==> src/rtg_config.svh <==
////////////////////////////////////////////////////////////////////////////
// RTG display path sizing
// FIFO depth, colour widths and the programmable counter widths
////////////////////////////////////////////////////////////////////////////

`ifndef RTG_CONFIG_SVH
`define RTG_CONFIG_SVH

// Framebuffer word FIFO
`define RTG_FIFO_DEPTH 8        // Words held, also the initial credit count
`define RTG_WORD_W     16       // One hi-colour pixel per word

// Colour paths
`define RTG_COLOR_W    8        // Internal channel width
`define RTG_VGA_W      6        // DAC width per channel

// Programmable timing
`define RTG_PIXW_W     4        // Clocks per pixel minus one
`define RTG_VBEND_W    7        // Lines of manual vertical blank

`endif
==> src/rtg_pkg.sv <==
////////////////////////////////////////////////////////////////////////////
// RTG display path types
// Pixel words, colour triples, syncs and the mode register layout
////////////////////////////////////////////////////////////////////////////

`include "rtg_config.svh"

package rtg_pkg;

  typedef logic [`RTG_WORD_W-1:0] rtg_word_t;  // Raw framebuffer word

  typedef struct packed {
    logic [`RTG_COLOR_W-1:0] r;
    logic [`RTG_COLOR_W-1:0] g;
    logic [`RTG_COLOR_W-1:0] b;
  } rgb_t;                                      // RGB888, red on top

  typedef struct packed {
    logic [`RTG_VGA_W-1:0] r;
    logic [`RTG_VGA_W-1:0] g;
    logic [`RTG_VGA_W-1:0] b;
  } vga_rgb_t;                                  // DAC triple

  typedef struct packed {
    logic hsync;
    logic vsync;
  } sync_t;

  // Mode register as seen by the video path, 16 bits
  typedef struct packed {
    logic                    rtg_ena;           // RTG picture replaces native
    logic                    hi16;              // 5-6-5 when set, else 5-5-5
    logic [2:0]              rsvd;              // Spare
    logic [`RTG_PIXW_W-1:0]  pixel_width;       // Clocks per pixel minus one
    logic [`RTG_VBEND_W-1:0] vbend;             // Blank lines after vblank
  } rtg_mode_t;

  // Channel position, also picks the OSD background colour
  typedef enum logic [1:0] {
    color_red   = 2'd0,
    color_green = 2'd1,
    color_blue  = 2'd2
  } color_idx_e;

endpackage

==> src/rtg_video_top.sv <==
////////////////////////////////////////////////////////////////////////////
// RTG display path top level
// FIFO fed framebuffer video mixed with native video and OSD to VGA
////////////////////////////////////////////////////////////////////////////

`timescale 1ns/100ps

`include "rtg_config.svh"

module rtg_video_top (
  input  logic               clk_114,
  input  logic               rst_n,
  input  rtg_pkg::rtg_mode_t mode,
  input  logic               fill_valid,   // Word from the SDRAM side
  input  rtg_pkg::rtg_word_t fill_word,
  output logic               credit,       // One per consumed word
  input  rtg_pkg::rgb_t      native_rgb,
  input  rtg_pkg::sync_t     sync_in,
  input  logic               hblank,
  input  logic               vblank,
  input  logic               osd_window,
  input  logic               osd_pixel,
  input  logic               hsyncpol,
  input  logic               vsyncpol,
  output rtg_pkg::vga_rgb_t  vga_rgb,
  output rtg_pkg::sync_t     vga_sync,
  output logic               pix_strobe
);

  import rtg_pkg::*;

  rtg_word_t head;
  logic      not_empty;
  logic      pop;
  logic      rtg_active;
  logic      dec_strobe;
  rgb_t      rtg_rgb;
  wire rgb_t mix_rgb;                   // Driven per channel below

  ////////////////////////////////////////////////////////////////////////////
  // Fetch side
  ////////////////////////////////////////////////////////////////////////////

  rtg_fetch_timer i_timer (
    .clk_114    (clk_114),
    .rst_n      (rst_n),
    .mode       (mode),
    .hblank     (hblank),
    .vblank     (vblank),
    .hsync      (sync_in.hsync),        // Raw sync for line counting
    .not_empty  (not_empty),
    .pop        (pop),
    .rtg_active (rtg_active)
  );

  rtg_word_fifo i_fifo (
    .clk_114    (clk_114),
    .rst_n      (rst_n),
    .fill_valid (fill_valid),
    .fill_word  (fill_word),
    .pop        (pop),
    .head       (head),
    .not_empty  (not_empty),
    .credit     (credit)
  );

  rtg_pixel_decode i_decode (
    .clk_114    (clk_114),
    .rst_n      (rst_n),
    .pop        (pop),
    .head       (head),
    .hi16       (mode.hi16),
    .rtg_rgb    (rtg_rgb),
    .pix_strobe (dec_strobe)
  );

  ////////////////////////////////////////////////////////////////////////////
  // Mixing and output
  ////////////////////////////////////////////////////////////////////////////

  for (genvar i = 0; i < 3; i++) begin : g_mix
    localparam int lsb = (2 - i) * `RTG_COLOR_W;     // Red sits on top

    rtg_channel_mix #(
      .chan (color_idx_e'(i))
    ) i_mix (
      .clk_114    (clk_114),
      .rst_n      (rst_n),
      .rtg_active (rtg_active),
      .rtg_c      (rtg_rgb[lsb +: `RTG_COLOR_W]),
      .native_c   (native_rgb[lsb +: `RTG_COLOR_W]),
      .osd_window (osd_window),
      .osd_pixel  (osd_pixel),
      .mix_c      (mix_rgb[lsb +: `RTG_COLOR_W])
    );
  end

  rtg_vga_out i_out (
    .clk_114    (clk_114),
    .rst_n      (rst_n),
    .mix        (mix_rgb),
    .sync_in    (sync_in),
    .hsyncpol   (hsyncpol),
    .vsyncpol   (vsyncpol),
    .strobe_in  (dec_strobe),
    .rtg_ena    (mode.rtg_ena),
    .vga_rgb    (vga_rgb),
    .vga_sync   (vga_sync),
    .pix_strobe (pix_strobe)
  );

endmodule

==> src/rtg_vga_out.sv <==
////////////////////////////////////////////////////////////////////////////
// RTG VGA output stage
// Sync alignment and polarity, 6-bit truncation, output registers
////////////////////////////////////////////////////////////////////////////

`timescale 1ns/100ps

`include "rtg_config.svh"

module rtg_vga_out (
  input  logic              clk_114,
  input  logic              rst_n,
  input  rtg_pkg::rgb_t     mix,
  input  rtg_pkg::sync_t    sync_in,
  input  logic              hsyncpol,
  input  logic              vsyncpol,
  input  logic              strobe_in,
  input  logic              rtg_ena,
  output rtg_pkg::vga_rgb_t vga_rgb,
  output rtg_pkg::sync_t    vga_sync,
  output logic              pix_strobe
);

  import rtg_pkg::*;

  sync_t sync_d;                        // Matches the mixer stage
  logic  strobe_d;

  always_ff @(posedge clk_114 or negedge rst_n) begin
    if (!rst_n) begin
      sync_d     <= '0;
      strobe_d   <= 1'b0;
      vga_sync   <= '0;
      vga_rgb    <= '0;
      pix_strobe <= 1'b0;
    end else begin
      sync_d         <= sync_in;
      strobe_d       <= strobe_in;
      vga_sync.hsync <= sync_d.hsync ^ hsyncpol;     // Polarity select
      vga_sync.vsync <= sync_d.vsync ^ vsyncpol;
      vga_rgb.r      <= mix.r[`RTG_COLOR_W-1 -: `RTG_VGA_W];  // Keep the MSBs
      vga_rgb.g      <= mix.g[`RTG_COLOR_W-1 -: `RTG_VGA_W];
      vga_rgb.b      <= mix.b[`RTG_COLOR_W-1 -: `RTG_VGA_W];
      pix_strobe     <= strobe_d | ~rtg_ena;          // Every clock is a pixel natively
    end
  end

endmodule

==> src/rtg_channel_mix.sv <==
////////////////////////////////////////////////////////////////////////////
// RTG colour channel mixer
// Picks RTG or native colour and overlays the OSD for one channel
////////////////////////////////////////////////////////////////////////////

`timescale 1ns/100ps

`include "rtg_config.svh"

module rtg_channel_mix #(
  parameter rtg_pkg::color_idx_e chan = rtg_pkg::color_red
) (
  input  logic                    clk_114,
  input  logic                    rst_n,
  input  logic                    rtg_active,
  input  logic [`RTG_COLOR_W-1:0] rtg_c,
  input  logic [`RTG_COLOR_W-1:0] native_c,
  input  logic                    osd_window,
  input  logic                    osd_pixel,
  output logic [`RTG_COLOR_W-1:0] mix_c
);

  import rtg_pkg::*;

  localparam logic [1:0] osd_bg = (chan == color_blue) ? 2'b10 : 2'b00;  // Blue tint

  logic [`RTG_COLOR_W-1:0] src_c;
  logic [1:0]              osd_top;

  assign src_c   = rtg_active ? rtg_c : native_c;
  assign osd_top = osd_pixel ? 2'b11 : osd_bg;

  always_ff @(posedge clk_114 or negedge rst_n) begin
    if (!rst_n) begin
      mix_c <= '0;
    end else if (osd_window) begin
      mix_c <= {osd_top, src_c[`RTG_COLOR_W-1:2]};   // Dimmed picture under OSD
    end else begin
      mix_c <= src_c;
    end
  end

endmodule

==> src/rtg_pixel_decode.sv <==
////////////////////////////////////////////////////////////////////////////
// RTG hi-colour decoder
// Latches the popped word and widens 15/16-bit pixels to RGB888
////////////////////////////////////////////////////////////////////////////

`timescale 1ns/100ps

module rtg_pixel_decode (
  input  logic               clk_114,
  input  logic               rst_n,
  input  logic               pop,
  input  rtg_pkg::rtg_word_t head,
  input  logic               hi16,
  output rtg_pkg::rgb_t      rtg_rgb,
  output logic               pix_strobe
);

  import rtg_pkg::*;

  rtg_word_t word_q;                    // Current pixel

  always_ff @(posedge clk_114) begin
    if (pop) begin
      word_q <= head;
    end
  end

  always_ff @(posedge clk_114 or negedge rst_n) begin
    if (!rst_n) begin
      pix_strobe <= 1'b0;
    end else begin
      pix_strobe <= pop;                // New pixel this cycle
    end
  end

  // Top bits repeated into the low bits for full-scale white
  always_comb begin
    if (hi16) begin
      rtg_rgb.r = {word_q[15:11], word_q[15:13]};     // 5-6-5
      rtg_rgb.g = {word_q[10:5], word_q[10:9]};
    end else begin
      rtg_rgb.r = {word_q[14:10], word_q[14:12]};     // 5-5-5, bit 15 unused
      rtg_rgb.g = {word_q[9:5], word_q[9:7]};
    end
    rtg_rgb.b = {word_q[4:0], word_q[4:2]};           // Same in both modes
  end

endmodule

==> src/rtg_word_fifo.sv <==
////////////////////////////////////////////////////////////////////////////
// RTG framebuffer word FIFO
// Circular buffer with first-word-through head and one credit per pop
////////////////////////////////////////////////////////////////////////////

`timescale 1ns/100ps

`include "rtg_config.svh"

module rtg_word_fifo (
  input  logic               clk_114,
  input  logic               rst_n,
  input  logic               fill_valid,
  input  rtg_pkg::rtg_word_t fill_word,
  input  logic               pop,
  output rtg_pkg::rtg_word_t head,
  output logic               not_empty,
  output logic               credit
);

  import rtg_pkg::*;

  localparam int depth = `RTG_FIFO_DEPTH;
  localparam int aw    = $clog2(depth);

  rtg_word_t      mem [depth];          // Word storage
  logic [aw-1:0]  wr_ptr;
  logic [aw-1:0]  rd_ptr;
  logic [aw:0]    count;                // 0 to depth
  logic           do_pop;

  assign head      = mem[rd_ptr];       // Oldest word always visible
  assign not_empty = (count != '0);
  assign do_pop    = pop & not_empty;

  always_ff @(posedge clk_114) begin
    if (fill_valid) begin
      mem[wr_ptr] <= fill_word;
    end
  end

  always_ff @(posedge clk_114 or negedge rst_n) begin
    if (!rst_n) begin
      wr_ptr <= '0;
      rd_ptr <= '0;
      count  <= '0;
      credit <= 1'b0;
    end else begin
      credit <= do_pop;                 // Slot freed, source may send again
      if (fill_valid) begin
        wr_ptr <= (wr_ptr == aw'(depth - 1)) ? '0 : wr_ptr + 1'b1;
      end
      if (do_pop) begin
        rd_ptr <= (rd_ptr == aw'(depth - 1)) ? '0 : rd_ptr + 1'b1;
      end
      count <= count + (aw + 1)'(fill_valid) - (aw + 1)'(do_pop);
    end
  end

endmodule

==> src/rtg_fetch_timer.sv <==
////////////////////////////////////////////////////////////////////////////
// RTG fetch timer
// Paces FIFO pops per pixel and stretches vertical blank by line count
////////////////////////////////////////////////////////////////////////////

`timescale 1ns/100ps

`include "rtg_config.svh"

module rtg_fetch_timer (
  input  logic               clk_114,
  input  logic               rst_n,
  input  rtg_pkg::rtg_mode_t mode,
  input  logic               hblank,
  input  logic               vblank,
  input  logic               hsync,
  input  logic               not_empty,
  output logic               pop,
  output logic               rtg_active
);

  logic [`RTG_PIXW_W-1:0]  pix_ctr;     // Compared against pixel_width
  logic [`RTG_VBEND_W-1:0] vb_ctr;      // Lines since vblank
  logic                    vb_flag;     // Manual vertical blank
  logic                    hsync_d;     // For edge detect
  logic                    blank;
  logic                    at_width;

  assign blank    = vb_flag | hblank;
  assign at_width = (pix_ctr == mode.pixel_width);
  assign pop      = mode.rtg_ena & ~blank & not_empty & at_width;  // Fetch strobe

  // Pixel pacing, holds at the count while the FIFO runs dry
  always_ff @(posedge clk_114 or negedge rst_n) begin
    if (!rst_n) begin
      pix_ctr    <= '0;
      rtg_active <= 1'b0;
    end else begin
      rtg_active <= mode.rtg_ena & ~blank;             // Lines up with decoder
      if (blank || pop) begin
        pix_ctr <= '0;
      end else if (!at_width) begin
        pix_ctr <= pix_ctr + 1'b1;
      end
    end
  end

  // The OS leaves vblank awkward, so count lines here
  always_ff @(posedge clk_114 or negedge rst_n) begin
    if (!rst_n) begin
      vb_flag <= 1'b0;
      vb_ctr  <= '0;
      hsync_d <= 1'b0;
    end else begin
      hsync_d <= hsync;
      if (vblank) begin
        vb_flag <= 1'b1;
        vb_ctr  <= '0;
      end else if (vb_ctr == mode.vbend) begin
        vb_flag <= 1'b0;                               // Active area resumes
      end else if (hsync && !hsync_d) begin
        vb_ctr <= vb_ctr + 1'b1;                       // One per line
      end
    end
  end

endmodule

==> config.mk <==
export PLATFORM = sky130hd
export DESIGN_NAME = rtg_video_top
export DESIGN_NICKNAME = d
export VERILOG_FILES = /design/src/rtg_pkg.sv /design/src/rtg_video_top.sv /design/src/rtg_vga_out.sv /design/src/rtg_channel_mix.sv /design/src/rtg_pixel_decode.sv /design/src/rtg_word_fifo.sv /design/src/rtg_fetch_timer.sv
export VERILOG_INCLUDE_DIRS = /design/src
export SDC_FILE = /design/constraint.sdc
export NUM_CORES = 1
export LEC_CHECK = 0
export BUFFER_PORTS_ARGS = -buffer_cell sky130_fd_sc_hd__buf_2
export CAP_MARGIN = 20
export CORE_ASPECT_RATIO = 1.75
export CORE_MARGIN = 10
export CORE_UTILIZATION = 40
export CTS_BUF_LIST = sky130_fd_sc_hd__clkbuf_8
export DETAILED_ROUTE_END_ITERATION = 8
export GPL_TIMING_DRIVEN = 0
export PLACE_DENSITY = 0.65
export SLEW_MARGIN = 20
export SYNTH_ARGS = -nofsm -noshare
export SYNTH_HDL_FRONTEND = slang
export SYNTH_SLANG_ARGS = --single-unit
==> constraint.sdc <==
create_clock -name clk_114 -period 2.8 [get_ports clk_114]
set_input_delay 0.14 -clock clk_114 [delete_from_list [all_inputs] [get_ports clk_114]]
set_output_delay 0.14 -clock clk_114 [all_outputs]
set_load 0.005 [all_outputs]
==> results_dict.tcl <==
set metrics [dict create \
    comb_power_share_pct 13.0 \
    intPower_uw 5286 \
    drt_iter0_markers 240 \
    clock-root-buffer "clkbuf_8" \
    antenna_found_initial 0 \
    cts_resized 0 \
    final-hold-violation-count 0 \
    diodes 0 \
    routedWlPerCell_um 18.88 \
    leakagePower_uw 0.003838 \
    dp_slack_ns 0.3208 \
    switching_share_pct 24.31 \
    post_cts_buffers 0 \
    final_common_cell "edfxtp_1" \
    hold_end "i_fifo.credit" \
    synth_area_um2 8237 \
    fin_crit_ns 2.459 \
    grt_pass1_wl_mm 26.94 \
    setup-violations-final 0 \
    power.share.clock_pct 32.0 \
    critPathKind "flop to flop" \
    die_h_um 209.8 \
    grt-ovfl-total 0 \
    htreeDepth 1 \
    grt_max_degree 68 \
    placed_area_um2 9065 \
    cp_max_fo 6 \
    clock_latency_ns 0.54 \
    syn_area_per_cell_um2 18.68 \
    dp_hpwl_mm 11.95 \
    cp-end-kind "flop" \
    vdd_drop_max_mv 0.3785 \
    drtAntennaViolNets 0 \
    holdBufCountCts 51 \
    dr.pass1.iters 4 \
    status "completed" \
    path_clk_slew_ns 0.06 \
    synth.net_count 520 \
    drv_slew 0 \
    cts_tree "built" \
    drc 0 \
    reg2reg_to "i_fifo.count[2]" \
    wl_mm 16.60 \
    top_level_ports 89 \
    final_nets 690 \
    drt-vias-per-instance 5.015 \
    portBuffers 77 \
    worst_clock_skew_ns 0.01604 \
    final_area_um2 10130 \
    rsz0062_at_grt "false" \
    numCtsBuffers 29 \
    dr_total_vias 4408 \
    r2r_setup_slack_ns 0.34 \
    syn_inst 441 \
    min_from "mode[8]" \
    synth-seq-area-share_pct 72.85 \
    finalCoreUtilization_pct 49.93 \
    placementRows 69 \
    synthToLayoutAreaGrowth_pct 22.98 \
    power_switching_uw 1698 \
    fillers 1646 \
    ctsLongestPathBuffers 3 \
    worst-r2r-cell-count 9 \
    worstSetupStartpointType "flop" \
    tightest_slew_ns 0.8179 \
    critPathRequiredTime_ns 3.22 \
    slew_headroom_pct 45.47 \
    grt_pass1_vias 5062 \
    core_area_um2 20290 \
    place.gp.congestion 0.7990 \
    grt_usage_pct 12.50 \
    fmax_mhz 406.6 \
    hold_path_depth 4 \
    max_cap_violations 0 \
    start_util_pct 40.60 \
    ys_seq_elements 211 \
    yosys_warnings 0 \
    setup_slack_ns 0.3405 \
    rr_startpoint "i_timer.pix_ctr[2]" \
    power_density_nw_per_um2 689.5 \
    die_area_um2 26960 \
    cts.sink_count 211 \
    drive_gt1_share_pct 32.49 \
    period_share_pct 87.84 \
    pwr-share-seq_pct 55.0 \
    die_x_um 128.5 \
    hp-class "primary input to flop" \
    setup_tns_ns 0 \
    final_cell_mix "edfxtp_1, buf_2, dfrtp_1, dlygate4sd3_1, mux4_2" \
    arrival_ns 2.88 \
    whs_ns 0.06693 \
    synth_cell_types 36 \
]
## power by group through the flow
stage | clock, µW | sequential (µW) | combinational, µW
after floorplan | 0 | 3880 | 496
after global placement | 0 | 3890 | 752
after detailed placement | 0 | 3910 | 870
after CTS | 2310 | 3850 | 934
after global routing | 2440 | 3880 | 1010
final | 2230 | 3840 | 907
## per-layer routing
metal	GRT usage (%)	vias up	wire length [µm]
met5	0	-	0
li1	-	2031	-
met4	4.326	0	291
met2	23.72	121	9358
met3	2.523	22	972
met1	13.02	2234	5973
## worst max-delay path, stage by stage (launching register included)
cell	delay, ns
dfrtp_1	0.42
xnor2_1	0.20
nand4_2	0.25
a311oi_1	0.41
ha_1	0.29
inv_1	0.06
ha_1	0.16
inv_1	0.06
fa_1	0.37
xnor2_1	0.14
## cells by family (layout without fill, tap and decap cells)
group           Yosys count  after routing  synth area share [%]
compound gates           31             31                 2.643
fa+ha+maj                12             12                 1.914
mux                      79             79                 15.42
simple gates             60             60                 3.615
flops                   211            211                 72.85
xor+xnor                 21             21                 2.233
buf+inv                  27            217                 1.322
## sequential cells by signal, indices dropped and copies added (netlist names), 2 cells and up
| name | count |
|---|---|
| i_fifo.mem | 128 |
| g_mix.i_mix.mix_c | 18 |
| i_out.vga_rgb | 18 |
| i_decode.word_q | 16 |
| i_timer.vb_ctr | 7 |
| i_fifo.count | 4 |
| i_timer.pix_ctr | 4 |
| i_fifo.rd_ptr | 3 |
| i_fifo.wr_ptr | 3 |
| i_out.sync_d | 2 |
| i_out.vga_sync | 2 |
## stage by stage
step,cells,total power [µW]
global route,879,7320
CTS,878,7090
floorplan,441,4373
detailed placement,776,4781
global placement,766,4646
finish,879,6985
## synthesized netlist by cell type
cell type  count  area share (%)
nand2b_1       6            0.46
buf_2          6            0.36
a311oi_4       1            0.32
nand3b_1       2            0.18
and3_2         1           0.091
mux2_2        21             2.9
a211o_1        1            0.11
a21bo_1        1            0.12
nand4_1        3            0.23
nor4_2         1            0.15
nor2b_1        5            0.38
fa_1           1            0.24
nand3_1        2            0.12
nand4_2        1            0.15
ha_1          11             1.7
mux4_2        36             9.8
mux2i_1       20             2.4
nor3_1         3            0.18
a21oi_1        4            0.24
a21o_1         1           0.091
xor2_1        13             1.4
clkbuf_1       7            0.32
xnor2_1        8            0.85
a21bo_2        1            0.12
buf_1          4            0.18
inv_1         10            0.46
a211o_2        2            0.24
edfxtp_1     144              52
o21ai_0       18             1.1
a311oi_1       1            0.11
dfrtp_1       67              20
nor2_1        18            0.82
and3_1         1           0.076
nand2_1       17            0.77
mux2_1         2            0.27
a21oi_4        1            0.20
## layout make-up
cell class | count | area (µm²) | area share [%]
buffer | 17 | 71.32 | 0.7041
clock buffer | 29 | 399.1 | 3.940
clock inverter | 22 | 143.9 | 1.420
inverter | 10 | 37.54 | 0.3706
multi-input combinational | 203 | 2152 | 21.25
sequential | 211 | 6001 | 59.24
tap | 248 | 310.3 | 3.063
timing repair buffer | 139 | 1015 | 10.02
## worst max-delay path by stage
stage	start	cells after the start	end	slack, ns
2_1_floorplan	i_timer.pix_ctr[0]	9	i_fifo.count[2]	0.55
6_report	i_timer.pix_ctr[2]	9	i_fifo.count[2]	0.34
4_1_cts	i_timer.pix_ctr[2]	9	i_fifo.count[2]	0.31
3_3_place_gp	i_fifo.wr_ptr[2]	2	i_fifo.mem[0][8]	-0.40
3_5_place_dp	i_timer.pix_ctr[2]	9	i_fifo.count[2]	0.32
5_1_grt	i_timer.pix_ctr[0]	9	i_fifo.count[3]	0.14
Note: power is estimated with default switching activity, not from simulation.
